--- src/verilog/pet_pkg.sv ---
package pet_pkg;

    // Needs tracked by the pet, also the bit index into press vectors
    typedef enum logic [1:0] {
        NEED_HEALTH = 2'd0,                       // Top priority on a multi press
        NEED_ENERGY = 2'd1,                       // Recovers with lights off
        NEED_HUNGER = 2'd2,
        NEED_FUN    = 2'd3                        // Lowest priority
    } need_e;

    typedef logic [3:0] level_t;                  // Level 0 to 10

    localparam level_t LEVEL_MAX      = 4'd10;    // Saturation point
    localparam level_t LEVEL_INIT     = 4'd8;     // After reset or restart
    localparam level_t LEVEL_TEST_LOW = 4'd1;     // Low side of test toggle
    localparam level_t HAPPY_MIN      = 4'd5;     // Face happy from here up

    // Command from mode_select to need_bank, valid on tick only
    typedef enum logic [1:0] {
        CMD_NONE    = 2'b00,
        CMD_FEED    = 2'b01,                      // Raise one level
        CMD_TOGGLE  = 2'b10,                      // Flip between 1 and 10
        CMD_RESTART = 2'b11                       // All needs back to init
    } cmd_e;

endpackage

--- src/verilog/display_pkg.sv ---
package display_pkg;

    typedef logic [6:0] seg_t;                    // Segment a in bit 0, g in bit 6

    localparam seg_t SEG_BLANK = 7'b0000000;      // All segments dark

    // Level to seven-segment pattern, active high segments
    function automatic seg_t seg_encode(input pet_pkg::level_t level);
        seg_t pattern;
        case (level)
            4'd0:    pattern = 7'b0111111;        // 0
            4'd1:    pattern = 7'b0000110;        // 1
            4'd2:    pattern = 7'b1011011;        // 2
            4'd3:    pattern = 7'b1001111;        // 3
            4'd4:    pattern = 7'b1100110;        // 4
            4'd5:    pattern = 7'b1101101;        // 5
            4'd6:    pattern = 7'b1111101;        // 6
            4'd7:    pattern = 7'b0000111;        // 7
            4'd8:    pattern = 7'b1111111;        // 8
            4'd9:    pattern = 7'b1101111;        // 9
            4'd10:   pattern = 7'b1110111;        // Letter A stands for ten
            default: pattern = SEG_BLANK;         // Out of range
        endcase
        return pattern;
    endfunction

endpackage

--- src/verilog/button_capture.sv ---
`timescale 1ns/100ps

module button_capture (
    input  logic       clk,
    input  logic       reset,
    input  logic       tick,
    input  logic       btn_health,
    input  logic       btn_energy,
    input  logic       btn_hunger,
    input  logic       btn_fun,
    input  logic       btn_restart,
    input  logic       btn_test,
    output logic [3:0] press_need,                // Indexed by need_e
    output logic       press_restart,
    output logic       press_test
);

    logic [5:0] btn_raw;                          // Async button inputs
    logic [5:0] sync1;                            // First sync stage
    logic [5:0] sync2;                            // Second sync stage
    logic [5:0] sync3;                            // Delayed copy for edges
    logic [5:0] rise;                             // Rising edge strobes
    logic [5:0] pend;                             // Sticky presses

    assign btn_raw = {btn_test, btn_restart, btn_fun, btn_hunger, btn_energy, btn_health};

    always_ff @(posedge clk or posedge reset) begin
        if (reset) begin
            sync1 <= '0;
            sync2 <= '0;
            sync3 <= '0;
        end else begin
            sync1 <= btn_raw;
            sync2 <= sync1;
            sync3 <= sync2;
        end
    end

    assign rise = sync2 & ~sync3;

    // Held through the tick cycle, then dropped
    // An edge landing on the tick itself carries to the next tick
    always_ff @(posedge clk or posedge reset) begin
        if (reset) begin
            pend <= '0;
        end else if (tick) begin
            pend <= rise;                         // Consumed this tick
        end else begin
            pend <= pend | rise;                  // Repeats merge
        end
    end

    assign press_need    = pend[3:0];
    assign press_restart = pend[4];
    assign press_test    = pend[5];

endmodule

--- src/verilog/mode_select.sv ---
`timescale 1ns/100ps

module mode_select (
    input  logic           clk,
    input  logic           reset,
    input  logic           tick,
    input  logic [3:0]     press_need,
    input  logic           press_restart,
    input  logic           press_test,
    output pet_pkg::cmd_e  cmd,
    output pet_pkg::need_e cmd_need,
    output pet_pkg::need_e sel_need,
    output logic           test_mode
);

    pet_pkg::need_e pick;                         // Winning pressed need
    logic           any_need;                     // Some need button pressed
    logic           test_eff;                     // Test mode incl. this tick's press

    always_comb begin
        if (press_need[0]) begin
            pick = pet_pkg::NEED_HEALTH;
        end else if (press_need[1]) begin
            pick = pet_pkg::NEED_ENERGY;
        end else if (press_need[2]) begin
            pick = pet_pkg::NEED_HUNGER;
        end else begin
            pick = pet_pkg::NEED_FUN;             // Also the idle value
        end
    end

    assign any_need = |press_need;
    assign test_eff = test_mode | press_test;
    assign cmd_need = pick;

    always_comb begin
        cmd = pet_pkg::CMD_NONE;
        if (tick) begin
            if (press_restart) begin
                cmd = pet_pkg::CMD_RESTART;       // Beats everything
            end else if (any_need) begin
                if (test_eff) begin
                    cmd = pet_pkg::CMD_TOGGLE;
                end else if (pick == sel_need) begin
                    cmd = pet_pkg::CMD_FEED;      // Second press feeds
                end
            end
        end
    end

    always_ff @(posedge clk or posedge reset) begin
        if (reset) begin
            test_mode <= 1'b0;
            sel_need  <= pet_pkg::NEED_HEALTH;
        end else if (tick) begin
            if (press_restart) begin
                test_mode <= 1'b0;
                sel_need  <= pet_pkg::NEED_HEALTH;
            end else begin
                if (press_test) begin
                    test_mode <= 1'b1;            // Sticky until restart
                end
                if (any_need) begin
                    sel_need <= pick;
                end
            end
        end
    end

    // need_bank applies any command it sees, so idle cycles must stay quiet
    cmd_on_tick: assert property (@(posedge clk) disable iff (reset)
        !tick |-> cmd == pet_pkg::CMD_NONE)
        else $error("command outside tick");

endmodule

--- src/verilog/need_bank.sv ---
`timescale 1ns/100ps

module need_bank #(
    parameter int DECAY_HEALTH   = 120,           // Ticks per health step down
    parameter int DECAY_HUNGER   = 70,
    parameter int DECAY_FUN      = 50,
    parameter int RECOVER_ENERGY = 100            // Ticks per energy step up
) (
    input  logic            clk,
    input  logic            reset,
    input  logic            tick,
    input  pet_pkg::cmd_e   cmd,
    input  pet_pkg::need_e  cmd_need,
    input  logic            test_mode,
    input  logic            lights_on,
    output pet_pkg::level_t level_health,
    output pet_pkg::level_t level_energy,
    output pet_pkg::level_t level_hunger,
    output pet_pkg::level_t level_fun
);

    // Period per need, ordered like need_e
    localparam int PERIOD [4] = '{DECAY_HEALTH, RECOVER_ENERGY, DECAY_HUNGER, DECAY_FUN};
    localparam int P_HE  = (DECAY_HEALTH > RECOVER_ENERGY) ? DECAY_HEALTH : RECOVER_ENERGY;
    localparam int P_HF  = (DECAY_HUNGER > DECAY_FUN) ? DECAY_HUNGER : DECAY_FUN;
    localparam int P_MAX = (P_HE > P_HF) ? P_HE : P_HF;
    localparam int T_W   = $clog2(P_MAX + 1);     // Fits the longest period
    localparam int ENERGY = int'(pet_pkg::NEED_ENERGY);

    pet_pkg::level_t level_q [4];                 // Current levels
    pet_pkg::level_t level_d [4];
    logic [T_W-1:0]  timer_q [4];                 // Ticks into current period
    logic [T_W-1:0]  timer_d [4];
    logic [3:0]      run;                         // Timer advances this cycle
    logic [3:0]      wrap;                        // Timer event this cycle
    logic [3:0]      cmd_hit;                     // Command targets this need

    function automatic pet_pkg::level_t sat_inc(input pet_pkg::level_t lvl);
        return (lvl >= pet_pkg::LEVEL_MAX) ? pet_pkg::LEVEL_MAX : lvl + 4'd1;
    endfunction

    function automatic pet_pkg::level_t sat_dec(input pet_pkg::level_t lvl);
        return (lvl == 4'd0) ? 4'd0 : lvl - 4'd1;
    endfunction

    function automatic pet_pkg::level_t flip(input pet_pkg::level_t lvl);
        return (lvl == pet_pkg::LEVEL_TEST_LOW) ? pet_pkg::LEVEL_MAX : pet_pkg::LEVEL_TEST_LOW;
    endfunction

    always_comb begin
        for (int i = 0; i < 4; i++) begin
            // Energy timer only runs in the dark
            run[i]     = tick && !test_mode && (i != ENERGY || !lights_on);
            wrap[i]    = run[i] && (timer_q[i] == T_W'(PERIOD[i] - 1));
            cmd_hit[i] = (int'(cmd_need) == i) &&
                         ((cmd == pet_pkg::CMD_FEED && (i != ENERGY || lights_on)) ||
                          cmd == pet_pkg::CMD_TOGGLE);
            level_d[i] = level_q[i];
            timer_d[i] = timer_q[i];
            if (cmd == pet_pkg::CMD_RESTART) begin
                level_d[i] = pet_pkg::LEVEL_INIT;
                timer_d[i] = '0;
            end else begin
                if (run[i]) begin
                    timer_d[i] = wrap[i] ? '0 : timer_q[i] + 1'b1;
                end
                if (cmd_hit[i]) begin             // Command beats timer
                    level_d[i] = (cmd == pet_pkg::CMD_TOGGLE) ? flip(level_q[i])
                                                              : sat_inc(level_q[i]);
                end else if (wrap[i]) begin
                    level_d[i] = (i == ENERGY) ? sat_inc(level_q[i]) : sat_dec(level_q[i]);
                end
            end
        end
    end

    always_ff @(posedge clk or posedge reset) begin
        if (reset) begin
            for (int i = 0; i < 4; i++) begin
                level_q[i] <= pet_pkg::LEVEL_INIT;
                timer_q[i] <= '0;
            end
        end else begin
            for (int i = 0; i < 4; i++) begin
                level_q[i] <= level_d[i];
                timer_q[i] <= timer_d[i];
            end
        end
    end

    assign level_health = level_q[pet_pkg::NEED_HEALTH];
    assign level_energy = level_q[pet_pkg::NEED_ENERGY];
    assign level_hunger = level_q[pet_pkg::NEED_HUNGER];
    assign level_fun    = level_q[pet_pkg::NEED_FUN];

    for (genvar g = 0; g < 4; g++) begin : g_chk
        // Display only encodes up to A
        level_in_range: assert property (@(posedge clk) disable iff (reset)
            level_q[g] <= pet_pkg::LEVEL_MAX)
            else $error("need %0d above max", g);

        // Levels only move on a tick
        level_hold: assert property (@(posedge clk) disable iff (reset)
            !tick |=> $stable(level_q[g]))
            else $error("need %0d changed between ticks", g);
    end

endmodule

--- src/verilog/pet_top.sv ---
`timescale 1ns/100ps

module pet_top #(
    parameter int TICK_DIV       = 12_500_000,    // 4 Hz tick from 50 MHz
    parameter int DECAY_HEALTH   = 120,           // Periods in ticks
    parameter int DECAY_HUNGER   = 70,
    parameter int DECAY_FUN      = 50,
    parameter int RECOVER_ENERGY = 100
) (
    input  logic              clk,
    input  logic              reset,
    input  logic              btn_health,
    input  logic              btn_energy,
    input  logic              btn_hunger,
    input  logic              btn_fun,
    input  logic              btn_restart,
    input  logic              btn_test,
    input  logic              lights_on,          // Room lights
    output display_pkg::seg_t seg,
    output logic              face_happy,
    output pet_pkg::need_e    sel_need,
    output logic              test_led
);

    logic            tick;
    logic [3:0]      press_need;
    logic            press_restart;
    logic            press_test;
    pet_pkg::cmd_e   cmd;
    pet_pkg::need_e  cmd_need;
    pet_pkg::need_e  sel_cur;                     // Selection before display reg
    logic            test_mode;
    pet_pkg::level_t level_health;
    pet_pkg::level_t level_energy;
    pet_pkg::level_t level_hunger;
    pet_pkg::level_t level_fun;

    tick_gen #(
        .TICK_DIV(TICK_DIV)
    ) u_tick_gen (
        .clk  (clk),
        .reset(reset),
        .tick (tick)
    );

    button_capture u_button_capture (
        .clk          (clk),
        .reset        (reset),
        .tick         (tick),
        .btn_health   (btn_health),
        .btn_energy   (btn_energy),
        .btn_hunger   (btn_hunger),
        .btn_fun      (btn_fun),
        .btn_restart  (btn_restart),
        .btn_test     (btn_test),
        .press_need   (press_need),
        .press_restart(press_restart),
        .press_test   (press_test)
    );

    mode_select u_mode_select (
        .clk          (clk),
        .reset        (reset),
        .tick         (tick),
        .press_need   (press_need),
        .press_restart(press_restart),
        .press_test   (press_test),
        .cmd          (cmd),
        .cmd_need     (cmd_need),
        .sel_need     (sel_cur),
        .test_mode    (test_mode)
    );

    need_bank #(
        .DECAY_HEALTH  (DECAY_HEALTH),
        .DECAY_HUNGER  (DECAY_HUNGER),
        .DECAY_FUN     (DECAY_FUN),
        .RECOVER_ENERGY(RECOVER_ENERGY)
    ) u_need_bank (
        .clk         (clk),
        .reset       (reset),
        .tick        (tick),
        .cmd         (cmd),
        .cmd_need    (cmd_need),
        .test_mode   (test_mode),
        .lights_on   (lights_on),
        .level_health(level_health),
        .level_energy(level_energy),
        .level_hunger(level_hunger),
        .level_fun   (level_fun)
    );

    status_display u_status_display (
        .clk         (clk),
        .reset       (reset),
        .tick        (tick),
        .sel_need    (sel_cur),
        .test_mode   (test_mode),
        .level_health(level_health),
        .level_energy(level_energy),
        .level_hunger(level_hunger),
        .level_fun   (level_fun),
        .seg         (seg),
        .face_happy  (face_happy),
        .sel_need_q  (sel_need),
        .test_led    (test_led)
    );

endmodule

--- src/verilog/status_display.sv ---
`timescale 1ns/100ps

module status_display (
    input  logic              clk,
    input  logic              reset,
    input  logic              tick,
    input  pet_pkg::need_e    sel_need,
    input  logic              test_mode,
    input  pet_pkg::level_t   level_health,
    input  pet_pkg::level_t   level_energy,
    input  pet_pkg::level_t   level_hunger,
    input  pet_pkg::level_t   level_fun,
    output display_pkg::seg_t seg,
    output logic              face_happy,
    output pet_pkg::need_e    sel_need_q,         // Selection aligned with seg
    output logic              test_led
);

    logic            tick_q;                      // Cycle after the tick
    pet_pkg::level_t sel_level;                   // Level of selected need

    always_comb begin
        case (sel_need)
            pet_pkg::NEED_HEALTH: sel_level = level_health;
            pet_pkg::NEED_ENERGY: sel_level = level_energy;
            pet_pkg::NEED_HUNGER: sel_level = level_hunger;
            default:              sel_level = level_fun;
        endcase
    end

    // Levels and mode settle on the tick edge, sampled one cycle later
    always_ff @(posedge clk or posedge reset) begin
        if (reset) begin
            tick_q     <= 1'b0;
            seg        <= display_pkg::seg_encode(pet_pkg::LEVEL_INIT);
            face_happy <= (pet_pkg::LEVEL_INIT >= pet_pkg::HAPPY_MIN);
            sel_need_q <= pet_pkg::NEED_HEALTH;
            test_led   <= 1'b0;
        end else begin
            tick_q <= tick;
            if (tick_q) begin                     // All outputs move together
                seg        <= display_pkg::seg_encode(sel_level);
                face_happy <= (sel_level >= pet_pkg::HAPPY_MIN);
                sel_need_q <= sel_need;
                test_led   <= test_mode;
            end
        end
    end

endmodule

--- src/verilog/tick_gen.sv ---
`timescale 1ns/100ps

module tick_gen #(
    parameter int TICK_DIV = 12_500_000           // clk cycles per tick
) (
    input  logic clk,
    input  logic reset,
    output logic tick                             // One cycle enable
);

    localparam int CNT_W = (TICK_DIV > 1) ? $clog2(TICK_DIV) : 1;

    logic [CNT_W-1:0] cnt;                        // Cycles since last tick

    always_ff @(posedge clk or posedge reset) begin
        if (reset) begin
            cnt <= '0;
        end else if (cnt == CNT_W'(TICK_DIV - 1)) begin
            cnt <= '0;                            // Wrap
        end else begin
            cnt <= cnt + 1'b1;
        end
    end

    assign tick = (cnt == CNT_W'(TICK_DIV - 1)); // Pulse on wrap

    // Downstream blocks count ticks, a stretched tick would double count
    tick_one_cycle: assert property (@(posedge clk) disable iff (reset)
        (TICK_DIV > 1) && tick |=> !tick)
        else $error("tick lasted two cycles");

endmodule
--- config.mk ---
export PLATFORM = sky130hd
export DESIGN_NAME = pet_top
export DESIGN_NICKNAME = d
export VERILOG_FILES = /design/src/verilog/pet_pkg.sv /design/src/verilog/display_pkg.sv /design/src/verilog/button_capture.sv /design/src/verilog/mode_select.sv /design/src/verilog/need_bank.sv /design/src/verilog/pet_top.sv /design/src/verilog/status_display.sv /design/src/verilog/tick_gen.sv
export SDC_FILE = /design/constraint.sdc
export NUM_CORES = 1
export LEC_CHECK = 0
export ABC_AREA = 1
export BUFFER_PORTS_ARGS = -buffer_cell sky130_fd_sc_hd__buf_2
export CAP_MARGIN = 20
export CORE_ASPECT_RATIO = 1.2
export CORE_MARGIN = 1
export CORE_UTILIZATION = 35
export DETAILED_ROUTE_END_ITERATION = 6
export GPL_TIMING_DRIVEN = 0
export PLACE_DENSITY = 0.61
export SLEW_MARGIN = 25
export SYNTH_ARGS = -nofsm -noshare
export SYNTH_HDL_FRONTEND = slang
export SYNTH_SLANG_ARGS = --single-unit
--- constraint.sdc ---
create_clock -name clk -period 3 [get_ports clk]
set_clock_uncertainty 0.2 [all_clocks]
set_input_delay 0.3 -clock clk [delete_from_list [all_inputs] [get_ports clk]]
set_output_delay 0.3 -clock clk [all_outputs]
set_load 0.01 [all_outputs]
==> results.rst, run 1 <==
.. list-table::
   :header-rows: 1

   * - Metric
     - Value
   * - Result of the run
     - finished, final reports clean
   * - Number of hold violations in the final report
     - 0
   * - Die area
     - 19100 sq um
   * - Initial Utilization
     - a little over a third
   * - Global-route wire length before repair
     - approximately 25 mm
   * - CTS Buf Count
     - 9
   * - Final count of negative-setup-slack endpoints
     - 0
   * - Syn nets
     - 905
   * - VDD IR-drop max
     - 0.287 mV
   * - Clock Path Buffers
     - 2
   * - Die Height
     - 151 um
   * - Layout cell share with drive strength beyond 1
     - 13.3%
   * - Via Count
     - 5463
   * - Clock Sinks
     - 107
   * - N_diodes
     - 0
   * - Root buffer selected by CTS
     - clkbuf_16
   * - Critical path class
     - register to register
   * - Layout filler cell count
     - approximately 1.8k
   * - Critical path data required time
     - 3110 ps
   * - Slew margin rel.
     - 64.7%
   * - Setup TNS Final
     - 0 ps
   * - Switch Pwr
     - about 670 uW
   * - Yosys synthesis warning count
     - 0
   * - Final slew viol count
     - 0
   * - Share of total power consumed by net switching
     - 24.4%
   * - Top post-synthesis cells by area
     - dfrtp_1 37%, nand2_1 12%, inv_1 7.0%
   * - Clock power share
     - between 40% and 50%
   * - F_max
     - about 0.36 GHz
   * - Sequential share of power
     - 53.0%
   * - Depth of the worst hold-timing path
     - 4
   * - Biggest fanout along the worst timing path
     - 10
   * - Internal power
     - 2.08 mW
   * - Setup crit start kind
     - register
   * - Register area share after synthesis
     - 41.4%
   * - Placed wire-length estimate after detailed placement
     - 10.7 mm
   * - Mapped Cells
     - 863
   * - Routability cong.
     - 0.843
   * - Per-cell routed wire length
     - 12.7 um
   * - Avg Cell Area, Syn
     - 7.53 sq um
   * - Cell area after technology mapping
     - around 6500 sq um
   * - Residual DRC
     - 0
   * - CTS tree
     - done
   * - Global route overflow
     - 0
   * - Number of different library cells in the post-synthesis netlist
     - 39
   * - Most frequent standard cell in the layout excluding fill and tap cells
     - nand2_1
   * - Num rows
     - 54
   * - Vias in the first global route
     - about 5k
   * - Placeable core region
     - about 18000 sq um
   * - Router iterations before antenna repair
     - 4
   * - P per Cell Area
     - approximately 370 nW/um^2
   * - Leakage
     - between 3 and 4 nW
   * - Proportion of power drawn by combinational gates
     - 2.1%
   * - Tmin final
     - 2820 ps
   * - Synth area leader
     - dfrtp_1
   * - Num ports
     - 20
   * - Commonest non-fill, non-tap cells in the layout
     - 214 x nand2_1, 121 x inv_1, 95 x dfrtp_1
   * - Pin count of the biggest net entering global routing
     - 30
   * - Non-filler cells, final
     - 1140
   * - Initial antenna violation count
     - 0
   * - Number of levels the H-tree was split into
     - 3
   * - Number of cells in the design after placement
     - 1110
   * - Via-to-Cell Ratio
     - ~4.8
   * - Tot GR Track Use
     - 16.2%
   * - Proportion of netlist area held by the largest area contributor
     - 36.6%
   * - Number of maximum-capacitance violations
     - 0
   * - Worst-Skew Late Latency
     - 370 ps
   * - Reg2reg path depth
     - 17
   * - Clock slew at the register clock pins of the worst setup and hold paths
     - 90 ps
   * - Area growth from synthesis to layout
     - 15.3%
   * - Slew @ Worst Pin
     - 528 ps
   * - First-iteration detailed-routing DRC count
     - approximately 300
   * - Critical Path End Type
     - register
   * - Number of buffers added on ports
     - 19
   * - Overall Power
     - 2.75 mW
   * - Synthesized flop and latch total
     - 107
   * - Final cell utilization of the core
     - 41.2%
   * - Share of the clock period used by the worst path
     - a little over nine tenths
   * - Total length of routed wires
     - 14.5 mm
   * - Worst hold-check path type
     - primary input to register
   * - Data arrival at the endpoint of the critical path
     - slightly below 3000 ps
   * - Post-layout net count
     - between 900 and 1k
   * - Remaining antenna violation count after routing
     - 0
   * - Die W
     - 126 um
flip-flops by register name, summed over array words and instances, names as in the netlist, 2 cells and up:
name,flops
u_button_capture.pend,6
u_button_capture.sync1,6
u_button_capture.sync2,6
u_button_capture.sync3,6
u_mode_select.sel_need,2
u_need_bank.level_energy,4
u_need_bank.level_fun,4
u_need_bank.level_health,4
u_need_bank.level_hunger,4
u_need_bank.timer_q,28
u_status_display.seg,7
u_status_display.sel_need_q,2
u_tick_gen.cnt,24
final cells by class:
cell class / count / area (sq um) / area share (%)
tap: 224 / 280 / 3.74
timing repair buffer: 37 / 313 / 4.18
multi-input combinational: 615 / 3320 / 44.3
clock buffer: 9 / 225 / 3.01
inverter: 128 / 487 / 6.50
sequential: 107 / 2690 / 35.9
clock inverter: 7 / 90.1 / 1.20
buffer: 13 / 81.3 / 1.09
layer usage:
layer / track usage (%) / vias to the layer above / part of all wire (%)
met5: 0 / - / 0
met4: 7.11 / 0 / 1.9
met3: 2.15 / 19 / 2.1
met2: 27.4 / 68 / 48
met1: 20.9 / 2537 / 48
li1: - / 2839 / -
stage by stage:
| step | hold slack [ps] | setup WS, ps | area [sq um] |
|---|---|---|---|
| floorplan | 131 | 317 | 6500 |
| global placement | 133 | -622 | 6880 |
| detailed placement | 135 | -660 | 6970 |
| CTS | 91.5 | 2.60 | 7390 |
| global route | 137 | -23.1 | 7490 |
| finish | 106 | 183 | 7490 |
worst paths after layout:
path                                           startpoint                           to  slack, ps
min in group asynchronous                           reset    u_button_capture.sync1[5]        310
worst min register to register  u_button_capture.sync1[4]    u_button_capture.sync2[4]        150
worst max register to register         u_tick_gen.cnt[13]  u_need_bank.level_energy[0]        180
worst max-delay path                   u_tick_gen.cnt[13]  u_need_bank.level_energy[0]        180
worst min-delay path                            lights_on      u_need_bank.timer_q[15]        110
max in group asynchronous                           reset  u_need_bank.level_health[3]       1350
repair_timing:
action,4_1_cts,5_1_grt
gates resized for setup,13,12
hold endpoints to repair,27,0
setup buffers,0,7
endpoints found under the setup margin,42,37
hold buffers,7,0
pin swaps,0,3
synthesized netlist by cell type:
| master | count |
|---|---|
| or2_2 | 1 |
| a211oi_1 | 1 |
| buf_6 | 2 |
| ha_1 | 33 |
| dfrtp_1 | 95 |
| xor2_1 | 22 |
| nor2_2 | 7 |
| o221ai_1 | 1 |
| nor3_1 | 18 |
| a21oi_1 | 28 |
| a31oi_1 | 2 |
| xnor2_1 | 8 |
| nand4_1 | 22 |
| o21ai_0 | 44 |
| nand3_1 | 72 |
| o21ai_2 | 1 |
| inv_1 | 122 |
| buf_2 | 3 |
| o21ai_1 | 6 |
| dfstp_2 | 12 |
| o211ai_1 | 1 |
| nand2_1 | 215 |
| buf_4 | 1 |
| nand4_4 | 1 |
| clkbuf_1 | 7 |
| o21a_1 | 1 |
| nor2_4 | 4 |
| o211a_1 | 1 |
| nor3_2 | 1 |
| nand3b_1 | 3 |
| nand3_2 | 3 |
| inv_4 | 1 |
| nor2_8 | 2 |
| nor2_1 | 98 |
| inv_2 | 5 |
| nand2_2 | 9 |
| o22ai_1 | 5 |
| nand2_4 | 4 |
| a22oi_1 | 1 |
worst max-delay path, stage by stage, from the launching register on:
cell	delay, ps
dfrtp_1	400
nand2_2	140
nor2_2	160
nand2_1	130
inv_1	90
nand2_2	70
nor2_4	160
nand2_1	110
o21ai_2	190
inv_1	70
ha_1	180
buf_2	190
a21oi_2	140
nor3_2	70
nor2_2	170
buf_4	150
nand3_1	70
nand2_1	70
power by group through the flow:
stage          combinational (mW)  sequential [mW]  clock [mW]
2_1_floorplan              0.0232             1.49           0
5_1_grt                    0.0671             1.46        1.33
3_5_place_dp               0.0550             1.49           0
3_3_place_gp               0.0393             1.49           0
4_1_cts                    0.0618             1.46        1.27
6_report                   0.0586             1.46        1.24
cell families after synthesis:
kind of cell	Yosys count	synth area share, %
compound gates	92	7.57
xor+xnor	30	4.04
fa+ha+maj	33	6.35
buf+inv	141	8.53
flops	107	41.4
simple gates	460	32.1
Power figures use the tool's default switching activity.
==> inputs of run 2 (changes only) <==
--- a/config.mk
+++ b/config.mk
@@ -11,6 +11,7 @@
 export CORE_ASPECT_RATIO = 1.2
 export CORE_MARGIN = 1
 export CORE_UTILIZATION = 35
+export CTS_BUF_LIST = sky130_fd_sc_hd__clkbuf_4 sky130_fd_sc_hd__clkbuf_8
 export DETAILED_ROUTE_END_ITERATION = 6
 export GPL_TIMING_DRIVEN = 0
 export PLACE_DENSITY = 0.61
==> run 2 against run 1 <==
Effect of this change: wire length increased by 0.31%; clock power decreased by 24%; register-to-register slack about the same; global-route usage about the same; sequential power about the same; critical endpoint is now u_need_bank.level_energy[3]; largest cell class unchanged.
==> results.rst, run 2 (same netlist as run 1, synthesis figures left out) <==
.. list-table::
   :header-rows: 1

   * - Metric
     - Value
   * - Slowest Stage Delay on Critical Path
     - 430 ps
   * - Die W
     - approximately 130 um
   * - N_diodes
     - 0
   * - Layout cell share with drive strength beyond 1
     - between 10% and 20%
   * - Post-layout net count
     - 958
   * - Critical path class
     - register to register
   * - Critical Path End Type
     - register
   * - Startpoint of the worst register-to-register path
     - u_tick_gen.cnt[0]
   * - Number of maximum-capacitance violations
     - 0
   * - Num rows
     - 54
   * - Number of cells in the design after placement
     - 1110
   * - FF-to-FF setup slack
     - 200 ps
   * - Final count of negative-setup-slack endpoints
     - 0
   * - Depth of the worst hold-timing path
     - 4
   * - Number of levels the H-tree was split into
     - 3
   * - Terminating pin of the worst hold path
     - u_need_bank.timer_q[15]
   * - Global-route wire length before repair
     - ~25 mm
   * - Per-cell routed wire length
     - 12.7 um
   * - Register containing the most flip-flops in the final layout
     - u_need_bank.timer_q
   * - Remaining antenna violation count after routing
     - 0
   * - Registers with the most flip-flops
     - u_need_bank.timer_q x28, u_tick_gen.cnt x24, u_status_display.seg x7
   * - Reg2reg path depth
     - 16
   * - Non-filler cells, final
     - 1145
   * - Vias in the first global route
     - between 5k and 6k
   * - Residual DRC
     - 0
   * - Area growth from synthesis to layout
     - 14.5%
   * - Worst hold-check path type
     - primary input to register
   * - CTS tree
     - done
   * - Clock Path Buffers
     - 2
   * - Result of the run
     - finished, final reports clean
   * - Tmin final
     - around 2800 ps
   * - Global route overflow
     - 0
   * - Via Count
     - 5473
   * - Worst slack on hold paths
     - 65.5 ps
   * - P per Cell Area
     - 331 nW/um^2
   * - Crit path buffers/inverters
     - 3
   * - Root buffer selected by CTS
     - clkbuf_8
   * - Pin count of the biggest net entering global routing
     - 30
   * - First-iteration detailed-routing DRC count
     - ~280
   * - Via-to-Cell Ratio
     - 4.78
   * - Largest register FFs
     - 28
   * - Number of hold violations in the final report
     - 0
   * - Total length of routed wires
     - 14.5 mm
   * - Setup crit start kind
     - register
   * - Data arrival at the endpoint of the critical path
     - 2960 ps
   * - F_max
     - 0.357 GHz
   * - Clock slew at the register clock pins of the worst setup and hold paths
     - between 100 and 150 ps
   * - Placed wire-length estimate after detailed placement
     - between 10 and 15 mm
   * - Worst hold start
     - lights_on
   * - Router iterations before antenna repair
     - 5
   * - VDD IR-drop max
     - just over 0.2 mV
   * - Critical-path cell with the highest stage delay
     - dfrtp_1
   * - Crit-path leading delay family
     - simple AND/OR/NAND/NOR gates
   * - CTS Buf Count
     - 9
   * - Share of the clock period used by the worst path
     - 93.4%
   * - Routability cong.
     - 0.843
   * - Final slew viol count
     - 0
   * - Most frequent standard cell in the layout excluding fill and tap cells
     - nand2_1
   * - Leakage
     - 3.81 nW
   * - Placeable core region
     - 18200 sq um
   * - Series of cell instances along the critical path
     - ha_4 -> nand3_4 -> nor2_2 -> nand2_2 -> nor2_4 -> nand2_1 -> o21ai_2 -> inv_1 -> ha_1 -> buf_2 -> a21oi_2 -> nor3_2 -> nor2_2 -> buf_4 -> nand3_1 -> nand2_1
   * - Biggest fanout along the worst timing path
     - 10
   * - Critical path data required time
     - 3160 ps
   * - Clock Sinks
     - around 110
   * - Number of buffers added on ports
     - 19
   * - Critical register-to-register path endpoint
     - u_need_bank.level_energy[3]
   * - Tot GR Track Use
     - 16.2%
   * - Worst-Skew Late Latency
     - 410 ps
   * - Initial antenna violation count
     - 0
   * - Slew @ Worst Pin
     - 527 ps
   * - Commonest non-fill, non-tap cells in the layout
     - 213 x nand2_1, 121 x inv_1, 95 x dfrtp_1
   * - Die area
     - 19100 sq um
   * - Num ports
     - 20
   * - Initial Utilization
     - 35.7%
   * - Slew margin rel.
     - 64.8%
   * - Die Height
     - 151 um
==> run 2: layout make-up <==
type	instances	area [sq um]
clock buffers	9	124
inverters	128	487
multi-input cells	615	3330
clock inverters	7	90.1
repair buffers	42	350
fillers	1838	10700
plain buffers	13	86.3
flip-flops and latches	107	2690
well taps	224	280
==> run 2: metal layers <==
metal  global-route usage (%)  vias to the layer above  part of all wire [%]
met4                     6.75                        0                   1.7
li1                         -                     2852                     -
met2                     27.4                       57                    48
met1                     20.9                     2547                    48
met5                        0                        -                     0
met3                     2.05                       17                   1.9
==> run 2: power breakdown <==
| group | total, mW | internal, mW | switching (mW) |
|---|---|---|---|
| registers | 1.46 | 1.45 | 0.00377 |
| clock network | 0.945 | 0.340 | 0.605 |
| logic | 0.0586 | 0.0230 | 0.0356 |
| total | 2.46 | 1.82 | 0.644 |
==> run 2: tightest hold or removal path: cells and delay by family <==
family,cells,cell delay [ps]
and+or+nand+nor,3,200
buffers and inverters,1,130
==> run 2: what timing repair did <==
action / CTS / global route
setup endpoints to repair: 43 / 35
hold buffers: 7 / 0
endpoints found under the hold margin: 27 / 0
buffers inserted: 0 / 12
resized for setup: 16 / 11
gates cloned: 0 / 0
pin swaps: 0 / 5
==> run 2: metrics by stage <==
stage	TNS, ps	setup WS (ps)	cell area, sq um	util (%)	total power, mW
after floorplan	0	317	6500	-	1.51
after CTS	0	8.49	7300	40.2	2.50
after global placement	-11030	-622	6880	37.8	1.53
after global routing	-27.4	-26.8	7440	40.9	2.55
after detailed placement	-12250	-660	6970	38.4	1.54
final	0	198	7440	40.9	2.46
==> run 2: worst max path at each step <==
stage | startpoint | endpoint | cells past startpoint
detailed placement | u_tick_gen.cnt[0] | u_need_bank.timer_q[21] | 13
global placement | u_tick_gen.cnt[0] | u_need_bank.timer_q[21] | 13
finish | u_tick_gen.cnt[0] | u_need_bank.level_energy[3] | 16
floorplan | u_tick_gen.cnt[0] | u_need_bank.level_energy[1] | 16
CTS | u_tick_gen.cnt[0] | u_need_bank.level_hunger[0] | 16
global route | u_tick_gen.cnt[0] | u_need_bank.level_energy[2] | 16
